[src/lidar_pkg.sv]
package lidar_pkg;

  // System clock and shooting rate
  localparam int CLK_FREQ = 50_000_000;
  localparam int SHOT_PERIOD = CLK_FREQ / 12_000;

  // Serial timing in clock cycles
  localparam int SPI_HALF_PERIOD = 4;
  localparam int BAUD_DIV = 12;

  // Longest wait for the TDC interrupt
  localparam int TDC_TIMEOUT = 1000;

  // Raster geometry and DAC steps
  localparam int POINTS_PER_LINE = 4;
  localparam int LINES_PER_FRAME = 2;
  localparam int X_STEP = 40;
  localparam int Y_STEP = 60;

  // Device opcodes
  localparam logic [7:0] MEMS_WRITE_OP = 8'h30;
  localparam logic [7:0] TDC_READ_OP = 8'h8C;

  localparam logic [15:0] TOF_NO_ECHO = 16'hFFFF;

  // 64 record slots
  localparam int FIFO_ADDR_W = 6;

  typedef enum logic [1:0] {
    SPI_TDC  = 2'd1,
    SPI_MEMS = 2'd2
  } spi_dev_e;

  typedef struct packed {
    spi_dev_e    dev;
    logic [23:0] data;
  } spi_req_t;

  typedef enum logic [1:0] {
    REC_PIXEL     = 2'd0,
    REC_LINE_END  = 2'd1,
    REC_FRAME_END = 2'd2
  } rec_kind_e;

  typedef struct packed {
    rec_kind_e   kind;
    logic [5:0]  line;
    logic [7:0]  point;
    logic [15:0] tof;
  } pixel_rec_t;

  typedef struct packed {
    rec_kind_e   kind;
    logic [13:0] reserved;
    logic [15:0] count;
  } marker_rec_t;

  // Kind sits in the top two bits of both views
  typedef union packed {
    pixel_rec_t  pixel;
    marker_rec_t marker;
  } scan_record_u;

endpackage
[src/lidar_top.sv]
module lidar_top (
  input  logic clk,
  input  logic reset,
  input  logic pause,
  input  logic tdc_intb,
  input  logic tdc_dout,
  output logic tdc_start,
  output logic spi_sck,
  output logic spi_mosi,
  output logic tdc_cs,
  output logic mems_cs,
  output logic serial_tx
);

  import lidar_pkg::*;

  logic         shot;
  logic         spi_req_valid;
  spi_req_t     spi_req;
  logic         spi_done;
  logic [23:0]  spi_rx;
  logic         rec_push;
  scan_record_u rec;
  scan_record_u head;
  logic         empty;
  logic         pop;

  shot_timer u_shot_timer (
    .clk   (clk),
    .reset (reset),
    .pause (pause),
    .shot  (shot)
  );

  scan_sequencer u_scan_sequencer (
    .clk           (clk),
    .reset         (reset),
    .shot          (shot),
    .pause         (pause),
    .tdc_intb      (tdc_intb),
    .spi_done      (spi_done),
    .spi_rx        (spi_rx),
    .spi_req_valid (spi_req_valid),
    .spi_req       (spi_req),
    .tdc_start     (tdc_start),
    .rec_push      (rec_push),
    .rec           (rec)
  );

  // One bus shared by the TDC and the mirror DAC
  spi_master u_spi_master (
    .clk       (clk),
    .reset     (reset),
    .req_valid (spi_req_valid),
    .req       (spi_req),
    .tdc_dout  (tdc_dout),
    .sck       (spi_sck),
    .mosi      (spi_mosi),
    .tdc_cs    (tdc_cs),
    .mems_cs   (mems_cs),
    .done      (spi_done),
    .rx        (spi_rx)
  );

  record_fifo u_record_fifo (
    .clk   (clk),
    .reset (reset),
    .push  (rec_push),
    .din   (rec),
    .pop   (pop),
    .head  (head),
    .empty (empty)
  );

  record_uart_tx u_record_uart_tx (
    .clk   (clk),
    .reset (reset),
    .head  (head),
    .empty (empty),
    .pop   (pop),
    .tx    (serial_tx)
  );

endmodule

[src/record_uart_tx.sv]
module record_uart_tx (
  input  logic                    clk,
  input  logic                    reset,
  input  lidar_pkg::scan_record_u head,
  input  logic                    empty,
  output logic                    pop,
  output logic                    tx
);

  import lidar_pkg::*;

  localparam int BAUD_W = $clog2(BAUD_DIV);
  localparam logic [BAUD_W-1:0] BAUD_LAST = BAUD_W'(BAUD_DIV - 1);

  logic              busy;
  logic [BAUD_W-1:0] baud_cnt;
  logic [3:0]        bit_cnt;
  logic [1:0]        byte_cnt;
  logic [9:0]        frame_q;
  logic [23:0]       rest_q;

  // Take the head as soon as the line is free
  assign pop = !busy && !empty;

  // Frame of stop, data and start bits shifted out from bit 0
  assign tx = frame_q[0];

  always_ff @(posedge clk) begin
    if (reset) begin
      busy     <= 1'b0;
      baud_cnt <= '0;
      bit_cnt  <= '0;
      byte_cnt <= '0;
      frame_q  <= '1;
    end else if (pop) begin
      busy     <= 1'b1;
      baud_cnt <= '0;
      bit_cnt  <= '0;
      byte_cnt <= '0;
      frame_q  <= {1'b1, head[31:24], 1'b0};
    end else if (busy) begin
      if (baud_cnt == BAUD_LAST) begin
        baud_cnt <= '0;
        if (bit_cnt == 4'd9) begin
          bit_cnt <= '0;
          if (byte_cnt == 2'd3) begin
            busy <= 1'b0;
          end else begin
            byte_cnt <= byte_cnt + 1'b1;
            frame_q  <= {1'b1, rest_q[23:16], 1'b0};
          end
        end else begin
          // Ones fill in behind, so the line idles high after the stop bit
          bit_cnt <= bit_cnt + 1'b1;
          frame_q <= {1'b1, frame_q[9:1]};
        end
      end else begin
        baud_cnt <= baud_cnt + 1'b1;
      end
    end
  end

  // Remaining bytes with the most significant next
  always_ff @(posedge clk) begin
    if (pop) begin
      rest_q <= head[23:0];
    end else if (busy && baud_cnt == BAUD_LAST && bit_cnt == 4'd9) begin
      rest_q <= {rest_q[15:0], 8'h00};
    end
  end

endmodule

[src/record_fifo.sv]
module record_fifo (
  input  logic                    clk,
  input  logic                    reset,
  input  logic                    push,
  input  lidar_pkg::scan_record_u din,
  input  logic                    pop,
  output lidar_pkg::scan_record_u head,
  output logic                    empty
);

  import lidar_pkg::*;

  localparam int DEPTH = 2 ** FIFO_ADDR_W;

  scan_record_u           mem [DEPTH];
  logic [FIFO_ADDR_W-1:0] wr_ptr;
  logic [FIFO_ADDR_W-1:0] rd_ptr;
  logic [FIFO_ADDR_W:0]   count;
  logic                   full;
  logic                   do_push;
  logic                   do_pop;

  assign full    = (count == (FIFO_ADDR_W + 1)'(DEPTH));
  assign empty   = (count == '0);
  assign do_push = push && !full;
  assign do_pop  = pop && !empty;
  assign head    = mem[rd_ptr];

  always_ff @(posedge clk) begin
    if (do_push) begin
      mem[wr_ptr] <= din;
    end
  end

  // Pointers wrap naturally at the power-of-two depth
  always_ff @(posedge clk) begin
    if (reset) begin
      wr_ptr <= '0;
      rd_ptr <= '0;
      count  <= '0;
    end else begin
      if (do_push) wr_ptr <= wr_ptr + 1'b1;
      if (do_pop) rd_ptr <= rd_ptr + 1'b1;
      if (do_push && !do_pop) count <= count + 1'b1;
      else if (do_pop && !do_push) count <= count - 1'b1;
    end
  end

endmodule

[src/scan_sequencer.sv]
module scan_sequencer (
  input  logic                    clk,
  input  logic                    reset,
  input  logic                    shot,
  input  logic                    pause,
  input  logic                    tdc_intb,
  input  logic                    spi_done,
  input  logic [23:0]             spi_rx,
  output logic                    spi_req_valid,
  output lidar_pkg::spi_req_t     spi_req,
  output logic                    tdc_start,
  output logic                    rec_push,
  output lidar_pkg::scan_record_u rec
);

  import lidar_pkg::*;

  localparam int TMO_W = $clog2(TDC_TIMEOUT);
  localparam logic [TMO_W-1:0] TMO_LAST = TMO_W'(TDC_TIMEOUT - 1);

  typedef enum logic [2:0] {
    S_IDLE,
    S_MIRROR,
    S_FIRE,
    S_WAIT,
    S_READ,
    S_LINE,
    S_FRAME
  } state_e;

  state_e           state;
  logic [7:0]       point;
  logic [5:0]       line;
  logic [15:0]      frame;
  logic [TMO_W-1:0] tmo_cnt;
  logic [23:0]      mirror_word;
  logic             last_point;
  logic             last_line;

  function automatic scan_record_u make_pixel(logic [5:0] ln, logic [7:0] pt,
                                              logic [15:0] tof);
    scan_record_u r;
    r.pixel.kind  = REC_PIXEL;
    r.pixel.line  = ln;
    r.pixel.point = pt;
    r.pixel.tof   = tof;
    return r;
  endfunction

  function automatic scan_record_u make_marker(rec_kind_e kind, logic [15:0] count);
    scan_record_u r;
    r.marker.kind     = kind;
    r.marker.reserved = '0;
    r.marker.count    = count;
    return r;
  endfunction

  // Raster position to DAC word
  assign mirror_word = {MEMS_WRITE_OP, 8'(point * X_STEP), 8'(line * Y_STEP)};
  assign last_point  = (point == 8'(POINTS_PER_LINE - 1));
  assign last_line   = (line == 6'(LINES_PER_FRAME - 1));

  always_ff @(posedge clk) begin
    if (reset) begin
      state         <= S_IDLE;
      point         <= '0;
      line          <= '0;
      frame         <= '0;
      tmo_cnt       <= '0;
      spi_req_valid <= 1'b0;
      tdc_start     <= 1'b0;
      rec_push      <= 1'b0;
    end else begin
      spi_req_valid <= 1'b0;
      tdc_start     <= 1'b0;
      rec_push      <= 1'b0;
      case (state)
        S_IDLE: begin
          // Shots during a pause are dropped here
          if (shot && !pause) begin
            spi_req_valid <= 1'b1;
            spi_req       <= '{dev: SPI_MEMS, data: mirror_word};
            state         <= S_MIRROR;
          end
        end
        S_MIRROR: begin
          if (spi_done) begin
            tdc_start <= 1'b1;
            state     <= S_FIRE;
          end
        end
        S_FIRE: begin
          tmo_cnt <= '0;
          state   <= S_WAIT;
        end
        S_WAIT: begin
          if (!tdc_intb) begin
            spi_req_valid <= 1'b1;
            spi_req       <= '{dev: SPI_TDC, data: {TDC_READ_OP, 16'h0000}};
            state         <= S_READ;
          end else if (tmo_cnt == TMO_LAST) begin
            // No echo, so skip the readout
            rec_push <= 1'b1;
            rec      <= make_pixel(line, point, TOF_NO_ECHO);
            if (last_point) begin
              state <= S_LINE;
            end else begin
              point <= point + 1'b1;
              state <= S_IDLE;
            end
          end else begin
            tmo_cnt <= tmo_cnt + 1'b1;
          end
        end
        S_READ: begin
          if (spi_done) begin
            rec_push <= 1'b1;
            rec      <= make_pixel(line, point, spi_rx[15:0]);
            if (last_point) begin
              state <= S_LINE;
            end else begin
              point <= point + 1'b1;
              state <= S_IDLE;
            end
          end
        end
        S_LINE: begin
          rec_push <= 1'b1;
          rec      <= make_marker(REC_LINE_END, 16'(line) + 16'd1);
          if (last_line) begin
            state <= S_FRAME;
          end else begin
            line  <= line + 1'b1;
            point <= '0;
            state <= S_IDLE;
          end
        end
        S_FRAME: begin
          rec_push <= 1'b1;
          rec      <= make_marker(REC_FRAME_END, frame + 16'd1);
          frame    <= frame + 1'b1;
          line     <= '0;
          point    <= '0;
          state    <= S_IDLE;
        end
        default: state <= S_IDLE;
      endcase
    end
  end

endmodule

[src/spi_master.sv]
module spi_master (
  input  logic                clk,
  input  logic                reset,
  input  logic                req_valid,
  input  lidar_pkg::spi_req_t req,
  input  logic                tdc_dout,
  output logic                sck,
  output logic                mosi,
  output logic                tdc_cs,
  output logic                mems_cs,
  output logic                done,
  output logic [23:0]         rx
);

  import lidar_pkg::*;

  localparam int HALF_W = $clog2(SPI_HALF_PERIOD);
  localparam logic [HALF_W-1:0] HALF_LAST = HALF_W'(SPI_HALF_PERIOD - 1);

  logic              busy;
  logic              ending;
  logic [HALF_W-1:0] half_cnt;
  logic [4:0]        bit_cnt;
  logic [23:0]       shift_q;

  // MSB is always on the line, so the first bit is ready before sck rises
  assign mosi = shift_q[23];

  always_ff @(posedge clk) begin
    if (reset) begin
      busy     <= 1'b0;
      ending   <= 1'b0;
      half_cnt <= '0;
      bit_cnt  <= '0;
      shift_q  <= '0;
      sck      <= 1'b0;
      tdc_cs   <= 1'b1;
      mems_cs  <= 1'b1;
      done     <= 1'b0;
    end else begin
      done <= 1'b0;
      if (!busy) begin
        if (req_valid) begin
          busy     <= 1'b1;
          half_cnt <= '0;
          bit_cnt  <= '0;
          shift_q  <= req.data;
          tdc_cs   <= (req.dev != SPI_TDC);
          mems_cs  <= (req.dev != SPI_MEMS);
        end
      end else if (ending) begin
        // One cycle after the last falling edge
        ending  <= 1'b0;
        busy    <= 1'b0;
        done    <= 1'b1;
        tdc_cs  <= 1'b1;
        mems_cs <= 1'b1;
      end else if (half_cnt == HALF_LAST) begin
        half_cnt <= '0;
        sck      <= ~sck;
        if (sck) begin
          // Falling edge
          if (bit_cnt == 5'd23) begin
            ending <= 1'b1;
          end else begin
            bit_cnt <= bit_cnt + 1'b1;
            shift_q <= {shift_q[22:0], 1'b0};
          end
        end
      end else begin
        half_cnt <= half_cnt + 1'b1;
      end
    end
  end

  // Sample on rising edges of sck
  always_ff @(posedge clk) begin
    if (busy && !ending && half_cnt == HALF_LAST && !sck) begin
      rx <= {rx[22:0], tdc_dout};
    end
  end

endmodule

[src/shot_timer.sv]
module shot_timer (
  input  logic clk,
  input  logic reset,
  input  logic pause,
  output logic shot
);

  import lidar_pkg::*;

  localparam int CNT_W = $clog2(SHOT_PERIOD);
  localparam logic [CNT_W-1:0] CNT_LAST = CNT_W'(SHOT_PERIOD - 1);

  logic [CNT_W-1:0] cnt;

  // Count only unpaused cycles so a pause never releases a burst
  always_ff @(posedge clk) begin
    if (reset) begin
      cnt  <= '0;
      shot <= 1'b0;
    end else if (pause) begin
      shot <= 1'b0;
    end else if (cnt == CNT_LAST) begin
      cnt  <= '0;
      shot <= 1'b1;
    end else begin
      cnt  <= cnt + 1'b1;
      shot <= 1'b0;
    end
  end

endmodule

[config.mk]
export PLATFORM = sky130hd
export DESIGN_NAME = lidar_top
export DESIGN_NICKNAME = d
export VERILOG_FILES = /design/src/lidar_pkg.sv /design/src/lidar_top.sv /design/src/record_uart_tx.sv /design/src/record_fifo.sv /design/src/scan_sequencer.sv /design/src/spi_master.sv /design/src/shot_timer.sv
export SDC_FILE = /design/constraint.sdc
export NUM_CORES = 2
export LEC_CHECK = 0
export ABC_AREA = 0
export BUFFER_PORTS_ARGS = -buffer_cell sky130_fd_sc_hd__clkbuf_2
export CAP_MARGIN = 10
export CORE_UTILIZATION = 25
export CTS_BUF_LIST = sky130_fd_sc_hd__clkbuf_8
export CTS_CLUSTER_SIZE = 8
export DETAILED_ROUTE_END_ITERATION = 6
export GPL_TIMING_DRIVEN = 0
export PLACE_DENSITY = 0.49
export SYNTH_ARGS = -nofsm -noshare
export SYNTH_HDL_FRONTEND = slang
export SYNTH_HIERARCHICAL = 1
export SYNTH_SLANG_ARGS = --single-unit
[constraint.sdc]
create_clock -name clk -period 10.25 [get_ports clk]
set_input_delay 1.5375 -clock clk [delete_from_list [all_inputs] [get_ports clk]]
set_output_delay 1.5375 -clock clk [all_outputs]
set_load 0.05 [all_outputs]
== After elaboration in Yosys (flattened, before gate mapping) ==
Memories as Yosys holds them, arrays and structs flattened. A register that Yosys moved wholly into a read port is not among the register bits.
Index checks and enable logic that the tools add are counted.

* Register bits: 235
* Memory bits (writable): 2048
* Input bits: 5
* Output and inout bits: 6
* Word-level logic and storage cells: 224
* Memories: 1

* Add/subtract/negate cells: 15
* Multiply operators: 2
* Equal/unequal tests: 34
* Muxes and demuxes: 84
* Bitwise operators: 6
* Reductions and logical operators: 49

{| class="wikitable"
|+ Memories
! memory !! depth !! width !! rd ports !! clocked after Yosys merged registers in !! wr ports !! line !! source
|-
| u_record_fifo.mem || 64 || 32 || 1 || 1 || 1 || record_fifo.sv:15 || <nowiki>scan_record_u mem [DEPTH];</nowiki>
|}

{| class="wikitable"
|+ Operator list
! cell !! count
|-
| two-way mux 24 bit || 8
|-
| one-hot mux 32 bit (4 select lines) || 1
|-
| two-way mux 32 bit || 3
|-
| two-way mux 26 bit || 2
|-
| one-hot mux 26 bit (2 select lines) || 1
|-
| two-way mux 10 bit || 4
|-
| two-way mux 8 bit || 5
|-
| one-hot mux 8 bit (4 select lines) || 1
|-
| two-way mux 5 bit || 6
|-
| two-way mux 9 bit || 3
|-
| two-way mux 1 bit || 26
|-
| two-way mux 3 bit || 7
|-
| inequality test 2 bit (second input constant) || 10
|-
| one-hot mux 10 bit (2 select lines) || 1
|-
| adder 6 x 1 -> 6 bit (second input constant) || 3
|-
| two-way mux 6 bit || 3
|-
| one-hot mux 3 bit (6 select lines) || 1
|-
| adder 16 x 1 -> 16 bit (second input constant) || 1
|-
| nonzero test 2 bit || 8
|-
| AND reduction 5 bit || 3
|-
| two-way mux 7 bit || 2
|-
| adder 13 x 1 -> 13 bit (second input constant) || 1
|-
| equality test 13 bit (second input constant) || 1
|-
| two-way mux 13 bit || 1
|-
| other kinds (38) || 88
|}

== Longest topological paths before layout ==
* Word-level depth: 7
* Gate-level depth with buffers: 17
* Gate-level depth less buffers: 14

== Modules after synthesis ==
The synthesis kept the hierarchy.

{| class="wikitable"
|+ Modules (own cells, without submodules)
! module !! instances !! cells an instance !! area an instance (µm²)
|-
| record_fifo || 1 || 3402 || 78779.3
|-
| scan_sequencer || 1 || 522 || 5029.8
|-
| spi_master || 1 || 205 || 2508.7
|-
| record_uart_tx || 1 || 201 || 2006.9
|-
| shot_timer || 1 || 70 || 688.2
|}

== Worst setup path after synthesis ==
OpenSTA, ideal clock, no wires.

* Kind: in2reg
* From: in reset
* To: reg u_scan_sequencer/rec[0] (netlist bit) (enable)
* Setup time: 0.594 ns
* Data arrival time: 6.762 ns
* Slack: 2.893 ns
* Cell stages on the path: 2
* Cells stage by stage: clkbuf_1 a2111oi_0

* Word-level cells in the longest chain between the ends: 2

{| class="wikitable"
|+ Ends and longest elaborated chain
! item !! line !! source
|-
| start, declared || lidar_top.sv:3 || <nowiki>input logic reset,</nowiki>
|-
| inverter 1 bit (no line) || - ||
|-
| AND reduction 5 bit (no line) || - ||
|-
| end signal, assigned || scan_sequencer.sv:104 || <nowiki>rec <= make_pixel(line, point, TOF_NO_ECHO);</nowiki>
|-
| end signal, assigned || scan_sequencer.sv:118 || <nowiki>rec <= make_pixel(line, point, spi_rx[15:0]);</nowiki>
|-
| end signal, assigned || scan_sequencer.sv:129 || <nowiki>rec <= make_marker(REC_LINE_END, 16'(line) + 16'd1);</nowiki>
|-
| end, declared || scan_sequencer.sv:13 || <nowiki>output lidar_pkg::scan_record_u rec</nowiki>
|}

No other way between the ends.
A chain may end at the register's enable or synchronous reset.

==> flow_summary.yaml <==
synthesis:
  yosysWarnings: 6
  netlist_area_um2: 88800
  syn_area_per_cell_um2: 20.2
  syn_inst: 4392
final_layout:
  finalNetCount: 5011
  final_util_pct: 30.0
  final_area_um2: 106000
  area_growth_pct: 19.1
  drive_gt1_share_pct: 26.3
floorplanning:
  rows: 218
  die_w_um: 598
  boundaryPins: 11
  die_h_um: 598
  dieArea_um2: 357000
  start_util_pct: 25.2
  core_um2: 353000
timing:
  setup_tns_ns: 0
  fin_skew_ns: 0.0687
  timing.hold.ws_ns: 0.435
  worst_slew_pin_slew_ns: 1.40
  fin_crit_ns: 5.19
  rsz0062_at_grt: "false"
  slew_headroom_pct: 6.73
  post-route-period-util_pct: 50.7
  slew_viol_final: 0
  hold_viol: 0
  finalSetupViolations: 0
  fmax_mhz: 193
power:
  p_leak_nw: 32.4
  fin_total_pwr_w: 0.0210
  peakVddDrop_mv: 0.144
  p_per_area_nw_per_um2: 198
detailed_routing:
  avgViaCountPerCell: 4.75
  wire_per_inst_um: 26.3
  routed_wl_mm: 263
  vias: 47400
  drt-pass1-iter-count: 5
  dr.first_iter.drc_count: 5344
  drtAntennaViolNets: 0
  route.detailed.drc: 0
clocking:
  tritoncts: "yes"
  cts.reportedPaths.clkPinSlew_ns: 0.06
  clockRootBuffer: "clkbuf_8"
  cts_resized: 0
  clockBufferDepth: 4
  clock-sinks: 2275
  postCtsSetupBuffers: 0
  numCtsBuffers: 401
  h-tree-depth: 5
  ctsHoldBuffers: 0
  clkLatencyLatePin_ns: 1.10
job:
  drv_cap: 0
setup_path:
  path_class: "reg -> reg"
  path_cells: "buf_2, buf_4, clkbuf_1, nand2_1, o22ai_1, nor3_1, a21oi_1, a221oi_1, nand2_1, nand2_1"
  crit_path_frequent_cell: "nand2_1"
  arrival_ns: 6.04
  slowest_stage: "a21oi_1"
  endpoint_kind: "flop"
  path_max_fanout: 10
  critPathLaunchType: "flop"
  crit_required_ns: 11.10
  max_stage_delay_ns: 1.07
global_route:
  grt_pass1_wl_mm: 368
  grt_pass1_vias: 48300
  grt_antenna_before_repair: 6
  gr-usage-all-layers_pct: 14.5
  overflow: 0
  grt_max_degree: 34
placement:
  place_area_um2: 98800
  place.gp.congestion: 0.852
  dpl.hpwl_mm: 179
  portBuffers: 10
min_path:
  hold_class: "reg -> reg"
status:
  status: "finished, final reports clean"
[path summary, 6_finish.rpt]
path,cells after the start,from,end,slack (ns)
setup / recovery,10,flop,u_record_uart_tx/rest_q[14]$_DFFE_PP_,5.06
hold / removal,0,u_spi_master/rx[10]$_DFFE_PP_,u_spi_master/rx[11]$_DFFE_PP_,0.43
setup reg to reg,10,flop,u_record_uart_tx/rest_q[14]$_DFFE_PP_,5.06
hold reg to reg,0,u_spi_master/rx[10]$_DFFE_PP_,u_spi_master/rx[11]$_DFFE_PP_,0.43
[worst max-delay path: cells and delay by family (launching register included)]
family,cells,cell delay (ns)
buf+inv,3,2.04
flops,1,0.45
simple gates,4,0.98
compound gates,3,1.46
[routing by layer]
layer / part of all wire (%) / vias to the layer above / track usage, %
li1: - / 19500 / -
met1: 43 / 25700 / 20.1
met2: 46 / 1905 / 22.5
met3: 7.3 / 344 / 2.67
met4: 3.6 / 0 / 5.58
met5: 0 / - / 0
[area by class of cell]
type / instances / area, um2
well taps: 4730 / 5920
multi-input cells: 1828 / 20900
fillers: 34500 / 247000
inverters: 34 / 133
clock buffers: 411 / 5660
repair buffers: 168 / 3620
diodes: 3 / 7.51
plain buffers: 262 / 1370
clock inverters: 279 / 1260
flip-flops and latches: 2275 / 66900
[sequential cells by signal (all words and copies together) (netlist names), 7 cells and up, named ones only]
name and cells:
u_record_fifo/mem 2048, u_scan_sequencer/rec 32, u_record_uart_tx/rest_q 24, u_spi_master/shift_q 24, u_scan_sequencer/frame 16, u_spi_master/rx 16, u_scan_sequencer/spi_req 13, u_shot_timer/cnt 13
u_scan_sequencer/tmo_cnt 10, u_record_uart_tx/frame_q 9, u_scan_sequencer/point 8, u_record_fifo/count 7
[metrics by stage]
step | setup slack [ns] | instances
2_1_floorplan | 2.89 | 4399
3_3_place_gp | -0.219 | 9139
3_5_place_dp | 5.31 | 9295
4_1_cts | 5.28 | 9985
5_1_grt | 5.21 | 9988
6_report | 5.06 | 9990
[report_power, final]
group | switching (W) | total [W] | internal, W
Combinational | 0.00186 | 0.00323 | 0.00136
Clock | 0.00363 | 0.00744 | 0.00381
Sequential | 0.0000720 | 0.0103 | 0.0102
[placed cells by master (no fill, tap or decap), types with 49 or more instances in the layout]
master	count
mux2i_1	116
buf_2	60
nand2_1	134
dfxtp_1	142
edfxtp_1	2133
a221oi_1	74
clkinv_1	83
buf_4	60
nor2_4	64
clkbuf_8	411
mux4_2	512
buf_16	74
inv_1	184
clkbuf_1	111
nor3_1	49
a21oi_1	120
nor2_1	128
buf_12	65
a22o_1	49
No activity file was read; power rests on OpenSTA's default activity.
